**src/logic/div_ctrl_pkg.sv**
```systemverilog
// divider controller definitions
package div_ctrl_pkg;

    // ------------------------------------------------------------------------
    // controller FSM
    // ------------------------------------------------------------------------

    typedef enum logic [1:0] {
        st_idle,
        st_run,
        st_done
    } div_state_e;

    // nibble iterations, dividend width over four
    localparam int num_steps = 4;

    // counts 0 .. num_steps-1
    typedef logic [1:0] step_cnt_t;

endpackage

```
**src/logic/div_types_pkg.sv**
```systemverilog
// divider datapath types
package div_types_pkg;

    // ------------------------------------------------------------------------
    // operand widths
    // ------------------------------------------------------------------------

    // dividend and quotient width
    localparam int dividend_w = 16;
    // divisor and remainder width
    localparam int divisor_w  = 12;
    // divisor plus three guard bits, room for 3b and a sign
    localparam int multiple_w = divisor_w + 3;
    // dividend bits retired per clock
    localparam int nibble_w   = 4;
    // quotient bits per restoring unit
    localparam int digit_w    = 2;

    // ------------------------------------------------------------------------
    // word types
    // ------------------------------------------------------------------------

    typedef logic [dividend_w-1:0] dividend_t;
    typedef logic [divisor_w-1:0]  divisor_t;
    // b, 2b, 3b and trial differences
    typedef logic [multiple_w-1:0] multiple_t;
    typedef logic [digit_w-1:0]    digit_t;
    typedef logic [nibble_w-1:0]   nibble_t;

endpackage
```
**src/logic/div_operand_if.sv**
```systemverilog
// divisor multiples and dividend nibble bundle
`timescale 1ns/10ps

interface div_operand_if import div_types_pkg::*; ();

    // registered divisor multiples
    multiple_t mult_b;
    multiple_t mult_2b;
    multiple_t mult_3b;

    // current top nibble of the dividend shifter
    nibble_t   nibble;

    // operand prep side
    modport prep (
        output mult_b,
        output mult_2b,
        output mult_3b,
        output nibble
    );

    // restoring unit side
    modport unit (
        input  mult_b,
        input  mult_2b,
        input  mult_3b,
        input  nibble
    );

endinterface

```
**src/logic/div_top.sv**
```systemverilog
// radix 16 unsigned divider top
`timescale 1ns/10ps

module div_top import div_types_pkg::*; (
    input  logic      clk,
    input  logic      rst_n,
    input  logic      in_vld,
    input  dividend_t dividend,
    input  divisor_t  divisor,
    output logic      busy,
    output logic      out_vld,
    output dividend_t quo,
    output divisor_t  rem
);

    // controller strobes
    logic     load;
    logic     step_en;

    // datapath nets
    logic     div_zero;
    divisor_t part_rem;
    divisor_t rem_mid;
    divisor_t rem_next;
    digit_t   digit_hi;
    digit_t   digit_lo;

    // multiples and nibble shared by prep and the units
    div_operand_if ops ();

    // ------------------------------------------------------------------------
    // control
    // ------------------------------------------------------------------------

    div_ctrl i_ctrl (
        .clk     (clk),
        .rst_n   (rst_n),
        .in_vld  (in_vld),
        .load    (load),
        .step_en (step_en),
        .out_vld (out_vld),
        .busy    (busy)
    );

    // ------------------------------------------------------------------------
    // datapath
    // ------------------------------------------------------------------------

    div_operand_prep i_prep (
        .clk      (clk),
        .rst_n    (rst_n),
        .load     (load),
        .step_en  (step_en),
        .dividend (dividend),
        .divisor  (divisor),
        .ops      (ops.prep),
        .div_zero (div_zero)
    );

    // upper nibble bits
    div_radix4_unit i_unit_hi (
        .ops     (ops.unit),
        .rem_in  (part_rem),
        .bits    (ops.nibble[3:2]),
        .digit   (digit_hi),
        .rem_out (rem_mid)
    );

    // lower nibble bits, chained off the hi unit
    div_radix4_unit i_unit_lo (
        .ops     (ops.unit),
        .rem_in  (rem_mid),
        .bits    (ops.nibble[1:0]),
        .digit   (digit_lo),
        .rem_out (rem_next)
    );

    div_result_reg i_result (
        .clk          (clk),
        .rst_n        (rst_n),
        .load         (load),
        .step_en      (step_en),
        .div_zero     (div_zero),
        .dividend_lsb (dividend[divisor_w-1:0]),
        .digit_hi     (digit_hi),
        .digit_lo     (digit_lo),
        .rem_next     (rem_next),
        .part_rem     (part_rem),
        .quo          (quo),
        .rem          (rem)
    );

endmodule

```
**src/logic/div_result_reg.sv**
```systemverilog
// quotient and remainder registers
`timescale 1ns/10ps

module div_result_reg import div_types_pkg::*; (
    input  logic      clk,
    input  logic      rst_n,
    input  logic      load,
    input  logic      step_en,
    input  logic      div_zero,
    input  divisor_t  dividend_lsb,
    input  digit_t    digit_hi,
    input  digit_t    digit_lo,
    input  divisor_t  rem_next,
    output divisor_t  part_rem,
    output dividend_t quo,
    output divisor_t  rem
);

    dividend_t quo_q;
    divisor_t  rem_q;
    divisor_t  lsb_q;

    // ------------------------------------------------------------------------
    // quotient shift and partial remainder
    // ------------------------------------------------------------------------

    always_ff @(posedge clk or negedge rst_n) begin
        if (!rst_n) begin
            quo_q <= '0;
            rem_q <= '0;
        end else if (load) begin
            // fresh division starts from zero remainder
            quo_q <= '0;
            rem_q <= '0;
        end else if (step_en) begin
            // four quotient bits per step, hi unit first
            quo_q <= {quo_q[dividend_w-nibble_w-1:0], digit_hi, digit_lo};
            rem_q <= rem_next;
        end
    end

    // low dividend bits kept for the divide by zero result
    always_ff @(posedge clk or negedge rst_n) begin
        if (!rst_n) begin
            lsb_q <= '0;
        end else if (load) begin
            lsb_q <= dividend_lsb;
        end
    end

    // ------------------------------------------------------------------------
    // outputs
    // ------------------------------------------------------------------------

    // feeds the hi unit on the next step
    assign part_rem = rem_q;

    // divide by zero gives all ones and the dividend low bits
    assign quo = div_zero ? '1    : quo_q;
    assign rem = div_zero ? lsb_q : rem_q;

endmodule

```
**src/logic/div_radix4_unit.sv**
```systemverilog
// two bit restoring division unit
`timescale 1ns/10ps

module div_radix4_unit import div_types_pkg::*; (
    div_operand_if.unit ops,
    input  divisor_t    rem_in,
    input  logic [1:0]  bits,
    output digit_t      digit,
    output divisor_t    rem_out
);

    multiple_t trial;
    multiple_t diff_3b;
    multiple_t diff_2b;
    multiple_t diff_b;

    // partial remainder shifted by two, next dividend bits in
    assign trial = {1'b0, rem_in, bits};

    // trial subtractions, msb is the sign
    assign diff_3b = trial - ops.mult_3b;
    assign diff_2b = trial - ops.mult_2b;
    assign diff_b  = trial - ops.mult_b;

    // largest multiple that still fits wins
    always_comb begin
        if (!diff_3b[multiple_w-1]) begin
            digit   = digit_t'(3);
            rem_out = diff_3b[divisor_w-1:0];
        end else if (!diff_2b[multiple_w-1]) begin
            digit   = digit_t'(2);
            rem_out = diff_2b[divisor_w-1:0];
        end else if (!diff_b[multiple_w-1]) begin
            digit   = digit_t'(1);
            rem_out = diff_b[divisor_w-1:0];
        end else begin
            // nothing fits, remainder passes through
            digit   = digit_t'(0);
            rem_out = trial[divisor_w-1:0];
        end
    end

endmodule

```
**src/logic/div_operand_prep.sv**
```systemverilog
// divider operand preparation
`timescale 1ns/10ps

module div_operand_prep import div_types_pkg::*; (
    input  logic       clk,
    input  logic       rst_n,
    input  logic       load,
    input  logic       step_en,
    input  dividend_t  dividend,
    input  divisor_t   divisor,
    div_operand_if.prep ops,
    output logic       div_zero
);

    dividend_t a_sft;
    divisor_t  divisor_nz;
    logic      divisor_is_zero;
    multiple_t mult_b_nxt;
    multiple_t mult_2b_nxt;
    multiple_t mult_3b_nxt;
    multiple_t mult_b_q;
    multiple_t mult_2b_q;
    multiple_t mult_3b_q;

    // ------------------------------------------------------------------------
    // divisor multiples
    // ------------------------------------------------------------------------

    assign divisor_is_zero = (divisor == '0);
    // zero divisor runs as one, output gets overridden later
    assign divisor_nz      = divisor_is_zero ? divisor_t'(1) : divisor;

    assign mult_b_nxt  = multiple_t'(divisor_nz);
    assign mult_2b_nxt = multiple_t'({divisor_nz, 1'b0});
    // 3b = 2b + b
    assign mult_3b_nxt = mult_2b_nxt + mult_b_nxt;

    always_ff @(posedge clk or negedge rst_n) begin
        if (!rst_n) begin
            mult_b_q  <= '0;
            mult_2b_q <= '0;
            mult_3b_q <= '0;
            div_zero  <= 1'b0;
        end else if (load) begin
            mult_b_q  <= mult_b_nxt;
            mult_2b_q <= mult_2b_nxt;
            mult_3b_q <= mult_3b_nxt;
            div_zero  <= divisor_is_zero;
        end
    end

    // ------------------------------------------------------------------------
    // dividend nibble shifter
    // ------------------------------------------------------------------------

    always_ff @(posedge clk or negedge rst_n) begin
        if (!rst_n) begin
            a_sft <= '0;
        end else if (load) begin
            a_sft <= dividend;
        end else if (step_en) begin
            // msb nibble first
            a_sft <= {a_sft[dividend_w-nibble_w-1:0], {nibble_w{1'b0}}};
        end
    end

    assign ops.mult_b  = mult_b_q;
    assign ops.mult_2b = mult_2b_q;
    assign ops.mult_3b = mult_3b_q;
    assign ops.nibble  = a_sft[dividend_w-1 -: nibble_w];

endmodule

```
**src/logic/div_ctrl.sv**
```systemverilog
// divider control FSM
`timescale 1ns/10ps

module div_ctrl import div_ctrl_pkg::*; (
    input  logic clk,
    input  logic rst_n,
    input  logic in_vld,
    output logic load,
    output logic step_en,
    output logic out_vld,
    output logic busy
);

    div_state_e state;
    div_state_e state_nxt;
    step_cnt_t  step_cnt;
    logic       accept;
    logic       last_step;

    // request only taken while idle
    assign accept    = (state == st_idle) && in_vld;
    // final nibble step in flight
    assign last_step = step_en && (step_cnt == step_cnt_t'(num_steps - 1));

    // ------------------------------------------------------------------------
    // state register
    // ------------------------------------------------------------------------

    always_ff @(posedge clk or negedge rst_n) begin
        if (!rst_n) begin
            state <= st_idle;
        end else begin
            state <= state_nxt;
        end
    end

    // run holds one extra cycle after the last step, so done lands at k+5
    always_comb begin
        state_nxt = state;
        case (state)
            st_idle: begin
                if (accept) begin
                    state_nxt = st_run;
                end
            end
            st_run: begin
                // steps finished, result registers settled
                if (!step_en) begin
                    state_nxt = st_done;
                end
            end
            st_done: begin
                state_nxt = st_idle;
            end
            default: begin
                state_nxt = st_idle;
            end
        endcase
    end

    // ------------------------------------------------------------------------
    // step enable and step counter
    // ------------------------------------------------------------------------

    always_ff @(posedge clk or negedge rst_n) begin
        if (!rst_n) begin
            step_en  <= 1'b0;
            step_cnt <= '0;
        end else if (accept) begin
            // steps start right after the load edge
            step_en  <= 1'b1;
            step_cnt <= '0;
        end else if (step_en) begin
            step_cnt <= step_cnt + step_cnt_t'(1);
            if (last_step) begin
                step_en <= 1'b0;
            end
        end
    end

    // load coincides with acceptance
    assign load    = accept;
    // single cycle result strobe
    assign out_vld = (state == st_done);
    // run and done both block new requests
    assign busy    = (state != st_idle);

endmodule

```
**config.mk**
```make
export PLATFORM = sky130hd
export DESIGN_NAME = div_top
export DESIGN_NICKNAME = d
export VERILOG_FILES = /design/src/logic/div_ctrl_pkg.sv /design/src/logic/div_types_pkg.sv /design/src/logic/div_operand_if.sv /design/src/logic/div_top.sv /design/src/logic/div_result_reg.sv /design/src/logic/div_radix4_unit.sv /design/src/logic/div_operand_prep.sv /design/src/logic/div_ctrl.sv
export SDC_FILE = /design/constraint.sdc
export NUM_CORES = 1
export LEC_CHECK = 0
export BUFFER_PORTS_ARGS = -buffer_cell sky130_fd_sc_hd__clkbuf_2
export CORE_UTILIZATION = 25
export DETAILED_ROUTE_END_ITERATION = 8
export GPL_ROUTABILITY_DRIVEN = 1
export SYNTH_ARGS = -nofsm -noshare
export SYNTH_HDL_FRONTEND = slang
export SYNTH_HIERARCHICAL = 1
export SYNTH_SLANG_ARGS = --single-unit
```
**constraint.sdc**
```tcl
create_clock -name clk -period 5.7 [get_ports clk]
set_clock_uncertainty 0.2 [all_clocks]
set_input_delay 0.285 -clock clk [delete_from_list [all_inputs] [get_ports clk]]
set_output_delay 0.285 -clock clk [all_outputs]
set_load 0.02 [all_outputs]
```
* After elaboration in Yosys (flattened, before gate mapping)
Cells that the tools add are included.
Word-level totals: register bits after elaboration 89, input port bits 31, output and inout port bits 30
Cells by class: add/sub/neg operators 8, equal/unequal tests 5, multiplexer cells 29, reduce and logical (&&, ||, !) cells 7
Operator list (number):
- $mux 12 | 10
- $mux 16 | 5
- $sub 14x12->15 | 2
- $sub 14x13->15 | 2
- $sub 14x15->15 | 2
- $mux 2 | 8
- $add 13x12->14 | 1
- $logic_not 12->1 | 1
- $mux 1 | 5
- $eq 2x2->1 const B | 2
- $pmux 2 s2 | 1
- $reduce_bool 2->1 | 2
- $add 2x1->2 const B | 1
- $eq 2x1->1 const B | 1
- $logic_and 1x1->1 | 2
- $logic_not 2->1 | 1
- $ne 2x1->1 const B | 1
- $ne 2x2->1 const B | 1
- $reduce_and 2->1 | 1

* Logic depth before layout (Yosys ltp)
depth in word-level cells 10, depth in mapped cells 26, depth with buffers taken out 23

* Cells and area by module
Netlist, hierarchy kept.
Modules (own cells, without submodules):
- div_operand_prep | times used 1, cells each 260, area each 2539.9 um^2, sequential area each 1051.0 um^2
- div_radix4_unit at i_unit_lo | times used 1, cells each 340, area each 2403.6 um^2, sequential area each 0.0 um^2
- div_radix4_unit at i_unit_hi | times used 1, cells each 322, area each 2257.2 um^2, sequential area each 0.0 um^2
- div_result_reg | times used 1, cells each 146, area each 1881.8 um^2, sequential area each 1001.0 um^2
- div_ctrl | times used 1, cells each 18, area each 227.7 um^2, sequential area each 125.1 um^2

* Worst setup path after synthesis
Ideal clock, no wire load.
kind register to register, start point register i_prep.mult_2b_q[1] (netlist: i_prep/ops.mult_2b[1]), end point register i_result.rem_q[10] (netlist: i_result/part_rem[10]), setup time 71 ps, arrival time 4952 ps, data required time 5429 ps, path slack 477 ps, stages on the path, launching flop included 23, buffers on the path 3, clock period less this slack 5223 ps, cell sequence dfrtp_1 -> buf_4 -> ha_1 -> fa_1 -> and2b_1 -> o31ai_1 -> a2111o_1 -> a21bo_1 -> a211oi_1 -> a211oi_4 -> buf_2 -> a31oi_1 -> ha_1 -> o21a_1 -> or2_2 -> a311o_1 -> a21o_1 -> nand2_1 -> buf_2 -> nor2_1 -> a221oi_2 -> mux2i_1 -> nor2_1
Between the ends: longest elaborated chain between the ends 10
Ends and longest elaborated chain:
- from (decl) | line div_operand_prep.sv:22 | multiple_t mult_2b_q;
- from (signal assigned) | line div_operand_prep.sv:46 | mult_2b_q <= mult_2b_nxt;
- $sub 14x12->15
- $mux 12
- $mux 12 (*) | line div_radix4_unit.sv:30 | end else if (!diff_2b[multiple_w-1]) begin
- $mux 12 (*) | line div_radix4_unit.sv:27 | if (!diff_3b[multiple_w-1]) begin
- net rem_mid[3] | line div_top.sv:23 | divisor_t rem_mid;
- $sub 14x12->15 | line div_radix4_unit.sv:23 | assign diff_b = trial - ops.mult_b;
- $mux 12 | line div_radix4_unit.sv:33 | end else if (!diff_b[multiple_w-1]) begin
- $mux 12 | line div_radix4_unit.sv:30
- $mux 12 (*) | line div_radix4_unit.sv:27
- net rem_next[10] | line div_top.sv:24 | divisor_t rem_next;
- $mux 12 (*) | line div_result_reg.sv:35 | end else if (step_en) begin
- $mux 12 (*) | line div_result_reg.sv:31 | end else if (load) begin
- to (signal assigned) | line div_result_reg.sv:38 | rem_q <= rem_next;
- to (decl) | line div_result_reg.sv:20 | divisor_t rem_q;
Mark *: on every way through the listed nets, which the timed path passes. The rest lies on a longest branch. The select of a mux whose other input is x is not followed. A chain may end at the register's enable or synchronous reset.

* Worst setup path in the final report
start point register i_prep.mult_2b_q[1] (netlist: i_prep/ops.mult_2b[1]), end point register i_result.rem_q[9] (netlist: i_result/part_rem[9])
The elaborated chain is that of the path after synthesis.

==> impl_results.md <==
* Status: complete, no violations
* First-pass GRT wire length at 42.1 mm
* Critical path capture point type: register
* Root Buffer: clkbuf_16
* Die W at around 190 um
* CTS tree: yes
* Slew headroom at 0.307
* Remaining DRCs at 0
* Initial antenna violation count at 0
* Peak fanout along the critical path at 12
* CTS buffer count at 9
* Critical path arrival at about 5.6 ns
* RSZ-0062 raised after global routing: true
* GRT Resource Usage Total at 0.139
* Post-synth EDFFs at 0
* FMAX at about 180 MHz
* I/O Pins at 61
* Register bit total from synthesis at between 80 and 90
* Via/cell ratio at a little under 5
* Worst Setup Start Kind: register
* Final weighted congestion in routability-driven placement at around 0.9
* WL/cell at 16.1 um
* Hold Crit Class: in2reg
* Clk buf depth at 2
* Nets at approximately 1,300
* Final setup vio count at 0
* Die area at between 30,000 and 40,000 um2
* Syn Inst Count at around 1,100
* Register area share after synthesis at 0.234
* DP Worst Slack at 0.0281 ns
* Area leader, netlist: dfrtp_1
* Pre-antenna DRT Iters at 5
* Count leader, synth: inv_1
* Yosys top cell area share at 0.234
* DR vias at 8,063
* Async set-or-reset flop fraction in the synthesized netlist at 1.00
* Ratio of cells with drive above 1 in the final layout at 0.201
* Synth unique cells at 84
* Worst skew pair latency at around 0.35 ns
* Hold WS at between 0.01 and 0.015 ns
* Diodes inserted at 0
* DP HPWL at 21.4 mm
* Slew @ Worst Pin at approximately 1.0 ns
* List of most frequent post-synthesis cells: 118 x inv_1, 102 x ha_1, 92 x nor2_1, 87 x dfrtp_1, 65 x nand2_1
* Setup TNS at 0 ns
* Yosys synthesis warning count at 6
* FP Rows at 70
* Area delta synth->final at 16.1%
* Placed Area at 10,200 um2
* Initial Utilization at 0.254
* # port buffers at 60
* Die Height at 195 um
* Final Hold Vio Count at 0
* Period minus WS final at roughly 5.5 ns
* Largest net degree at the start of global routing at just under 80
* H-tree depth at 3
* Worst path required time at between 5 and 6 ns
* Max-cap viol count at 0
* Cell Area, Synth at approximately 9300 um2
* Grt ovf at 0
* Synth top area cells: dfrtp_1 23%, ha_1 14%, mux2i_1 6.0%
* Tcrit/Tclk final at 0.959
* Final Max Slew Viols at 0
* Clock sinks at 87
* Core region area at around 37,000 um2
* Crit path kind: reg2reg
* Final std cell area, no fill at about 11,000 um2
* Mean Syn Cell Area at ~8.6 um2
* Ys flop type: dfrtp_1
* Final WL at 26.6 mm
* Clock slew seen by the registers of the worst setup and hold paths at about 0.070 ns
* Number of global-route vias before repair at about 8,000
* Final worst-path setup slack at 0.233 ns
* Post-route ant nets at 0
* DRT iter0 DRCs at 391
==> per-stage QoR <==
step | instances | util
finish | 1656 | 0.295
detailed placement | 1618 | 0.280
global route | 1656 | 0.295
global placement | 1618 | 0.280
CTS | 1650 | 0.292
floorplan | 1092 | -
==> cell usage in the layout (no fill, tap or decap), drive strengths merged, types with 5 or more instances in the layout <==
| cell type | Yosys | final |
|---|---|---|
| a211oi | 18 | 18 |
| a21o | 19 | 19 |
| a21oi | 64 | 64 |
| a221oi | 8 | 8 |
| a31oi | 11 | 11 |
| and2 | 5 | 5 |
| and3 | 6 | 6 |
| buf | 48 | 61 |
| clkbuf | 8 | 69 |
| conb | 1 | 7 |
| dfrtp | 87 | 87 |
| dlygate4sd3 | 0 | 16 |
| fa | 7 | 7 |
| ha | 102 | 102 |
| inv | 119 | 121 |
| mux2 | 44 | 44 |
| mux2i | 56 | 56 |
| nand2 | 66 | 66 |
| nand2b | 20 | 20 |
| nand3 | 10 | 10 |
| nand3b | 8 | 8 |
| nand4 | 5 | 5 |
| nor2 | 92 | 92 |
| nor2b | 9 | 9 |
| nor3 | 21 | 21 |
| nor3b | 6 | 6 |
| o211ai | 14 | 14 |
| o21a | 22 | 22 |
| o21ai | 69 | 69 |
| o22ai | 8 | 8 |
| o31ai | 8 | 8 |
| or2 | 21 | 21 |
| xnor2 | 31 | 31 |
| xor2 | 15 | 15 |
==> path summary, 6_finish.rpt <==
path,from,slack (ns),cells past startpoint,to
max,i_prep/ops.mult_2b[1],0.23,21,i_result/part_rem[9]
min,in_vld,0.01,3,i_ctrl/state[0]
max reg2reg,i_prep/ops.mult_2b[1],0.23,21,i_result/part_rem[9]
min reg2reg,i_result/lsb_q[6],0.31,1,i_result/lsb_q[6]
max in group asynchronous,rst_n,3.92,3,i_prep/ops.mult_2b[3]
min in group asynchronous,rst_n,0.10,2,i_result/quo_q[12]
==> timing repair <==
| item | in CTS | in global routing |
|---|---|---|
| hold buffers | 16 | 0 |
| gates resized for setup | 1 | 20 |
| pin swaps | 0 | 7 |
| endpoints found under the setup margin | 1 | 14 |
| buffers inserted | 0 | 6 |
| hold endpoints to repair | 35 | 0 |
==> layer usage <==
| metal | vias to the layer above | GRT usage | part of all wire |
|---|---|---|---|
| li1 | 4016 | - | - |
| met1 | 3855 | 0.193 | 0.49 |
| met2 | 164 | 0.229 | 0.45 |
| met3 | 28 | 0.0114 | 0.035 |
| met4 | 0 | 0.0446 | 0.024 |
| met5 | - | 0 | 0 |
==> area by class of cell <==
type | count | area [um2]
Fill cell | 3906 | 25800
Multi-Input combinational cell | 830 | 6380
Sequential cell | 87 | 2180
Timing Repair Buffer | 136 | 930
Tap cell | 468 | 586
Inverter | 119 | 447
Clock buffer | 10 | 229
Clock inverter | 6 | 52.6
==> sequential cells by signal (all words and copies together), names as in the netlist, 2 cells and up <==
name                cells
i_ctrl/state            2
i_ctrl/step_cnt         2
i_prep/ops.mult_3b     13
i_result/lsb_q         12
i_result/quo_q         16
i_prep/ops.mult_2b     12
i_prep/a_sft           16
i_result/part_rem      12
==> worst max-delay path, cell delays in order (launching register included) <==
cell	delay (ns)
dfrtp_1	0.40
inv_1	0.10
fa_1	0.49
a211oi_2	0.23
o21bai_1	0.18
o31ai_4	0.37
o311ai_0	0.16
o221a_2	0.32
buf_4	0.20
o211ai_1	0.24
o21ai_2	0.16
ha_1	0.38
buf_4	0.15
or4_1	0.48
o21ai_0	0.12
a211oi_1	0.13
o21a_1	0.22
o21a_1	0.18
o311a_1	0.34
o32ai_1	0.13
mux2i_1	0.11
nor2_1	0.11
==> cell families after synthesis <==
| family | after synthesis | synth area share |
|---|---|---|
| AO/OA/AOI/OAI | 286 | 0.214 |
| XOR/XNOR | 46 | 0.0441 |
| adder cells (fa/ha/maj) | 109 | 0.152 |
| buffers and inverters | 175 | 0.0911 |
| flip-flops | 87 | 0.234 |
| multiplexers | 100 | 0.115 |
| other | 1 | 0.000403 |
| AND/OR/NAND/NOR | 282 | 0.149 |
Power is not shown: default switching activity piles up to over one toggle a cycle in this logic, so the estimate is an artifact.
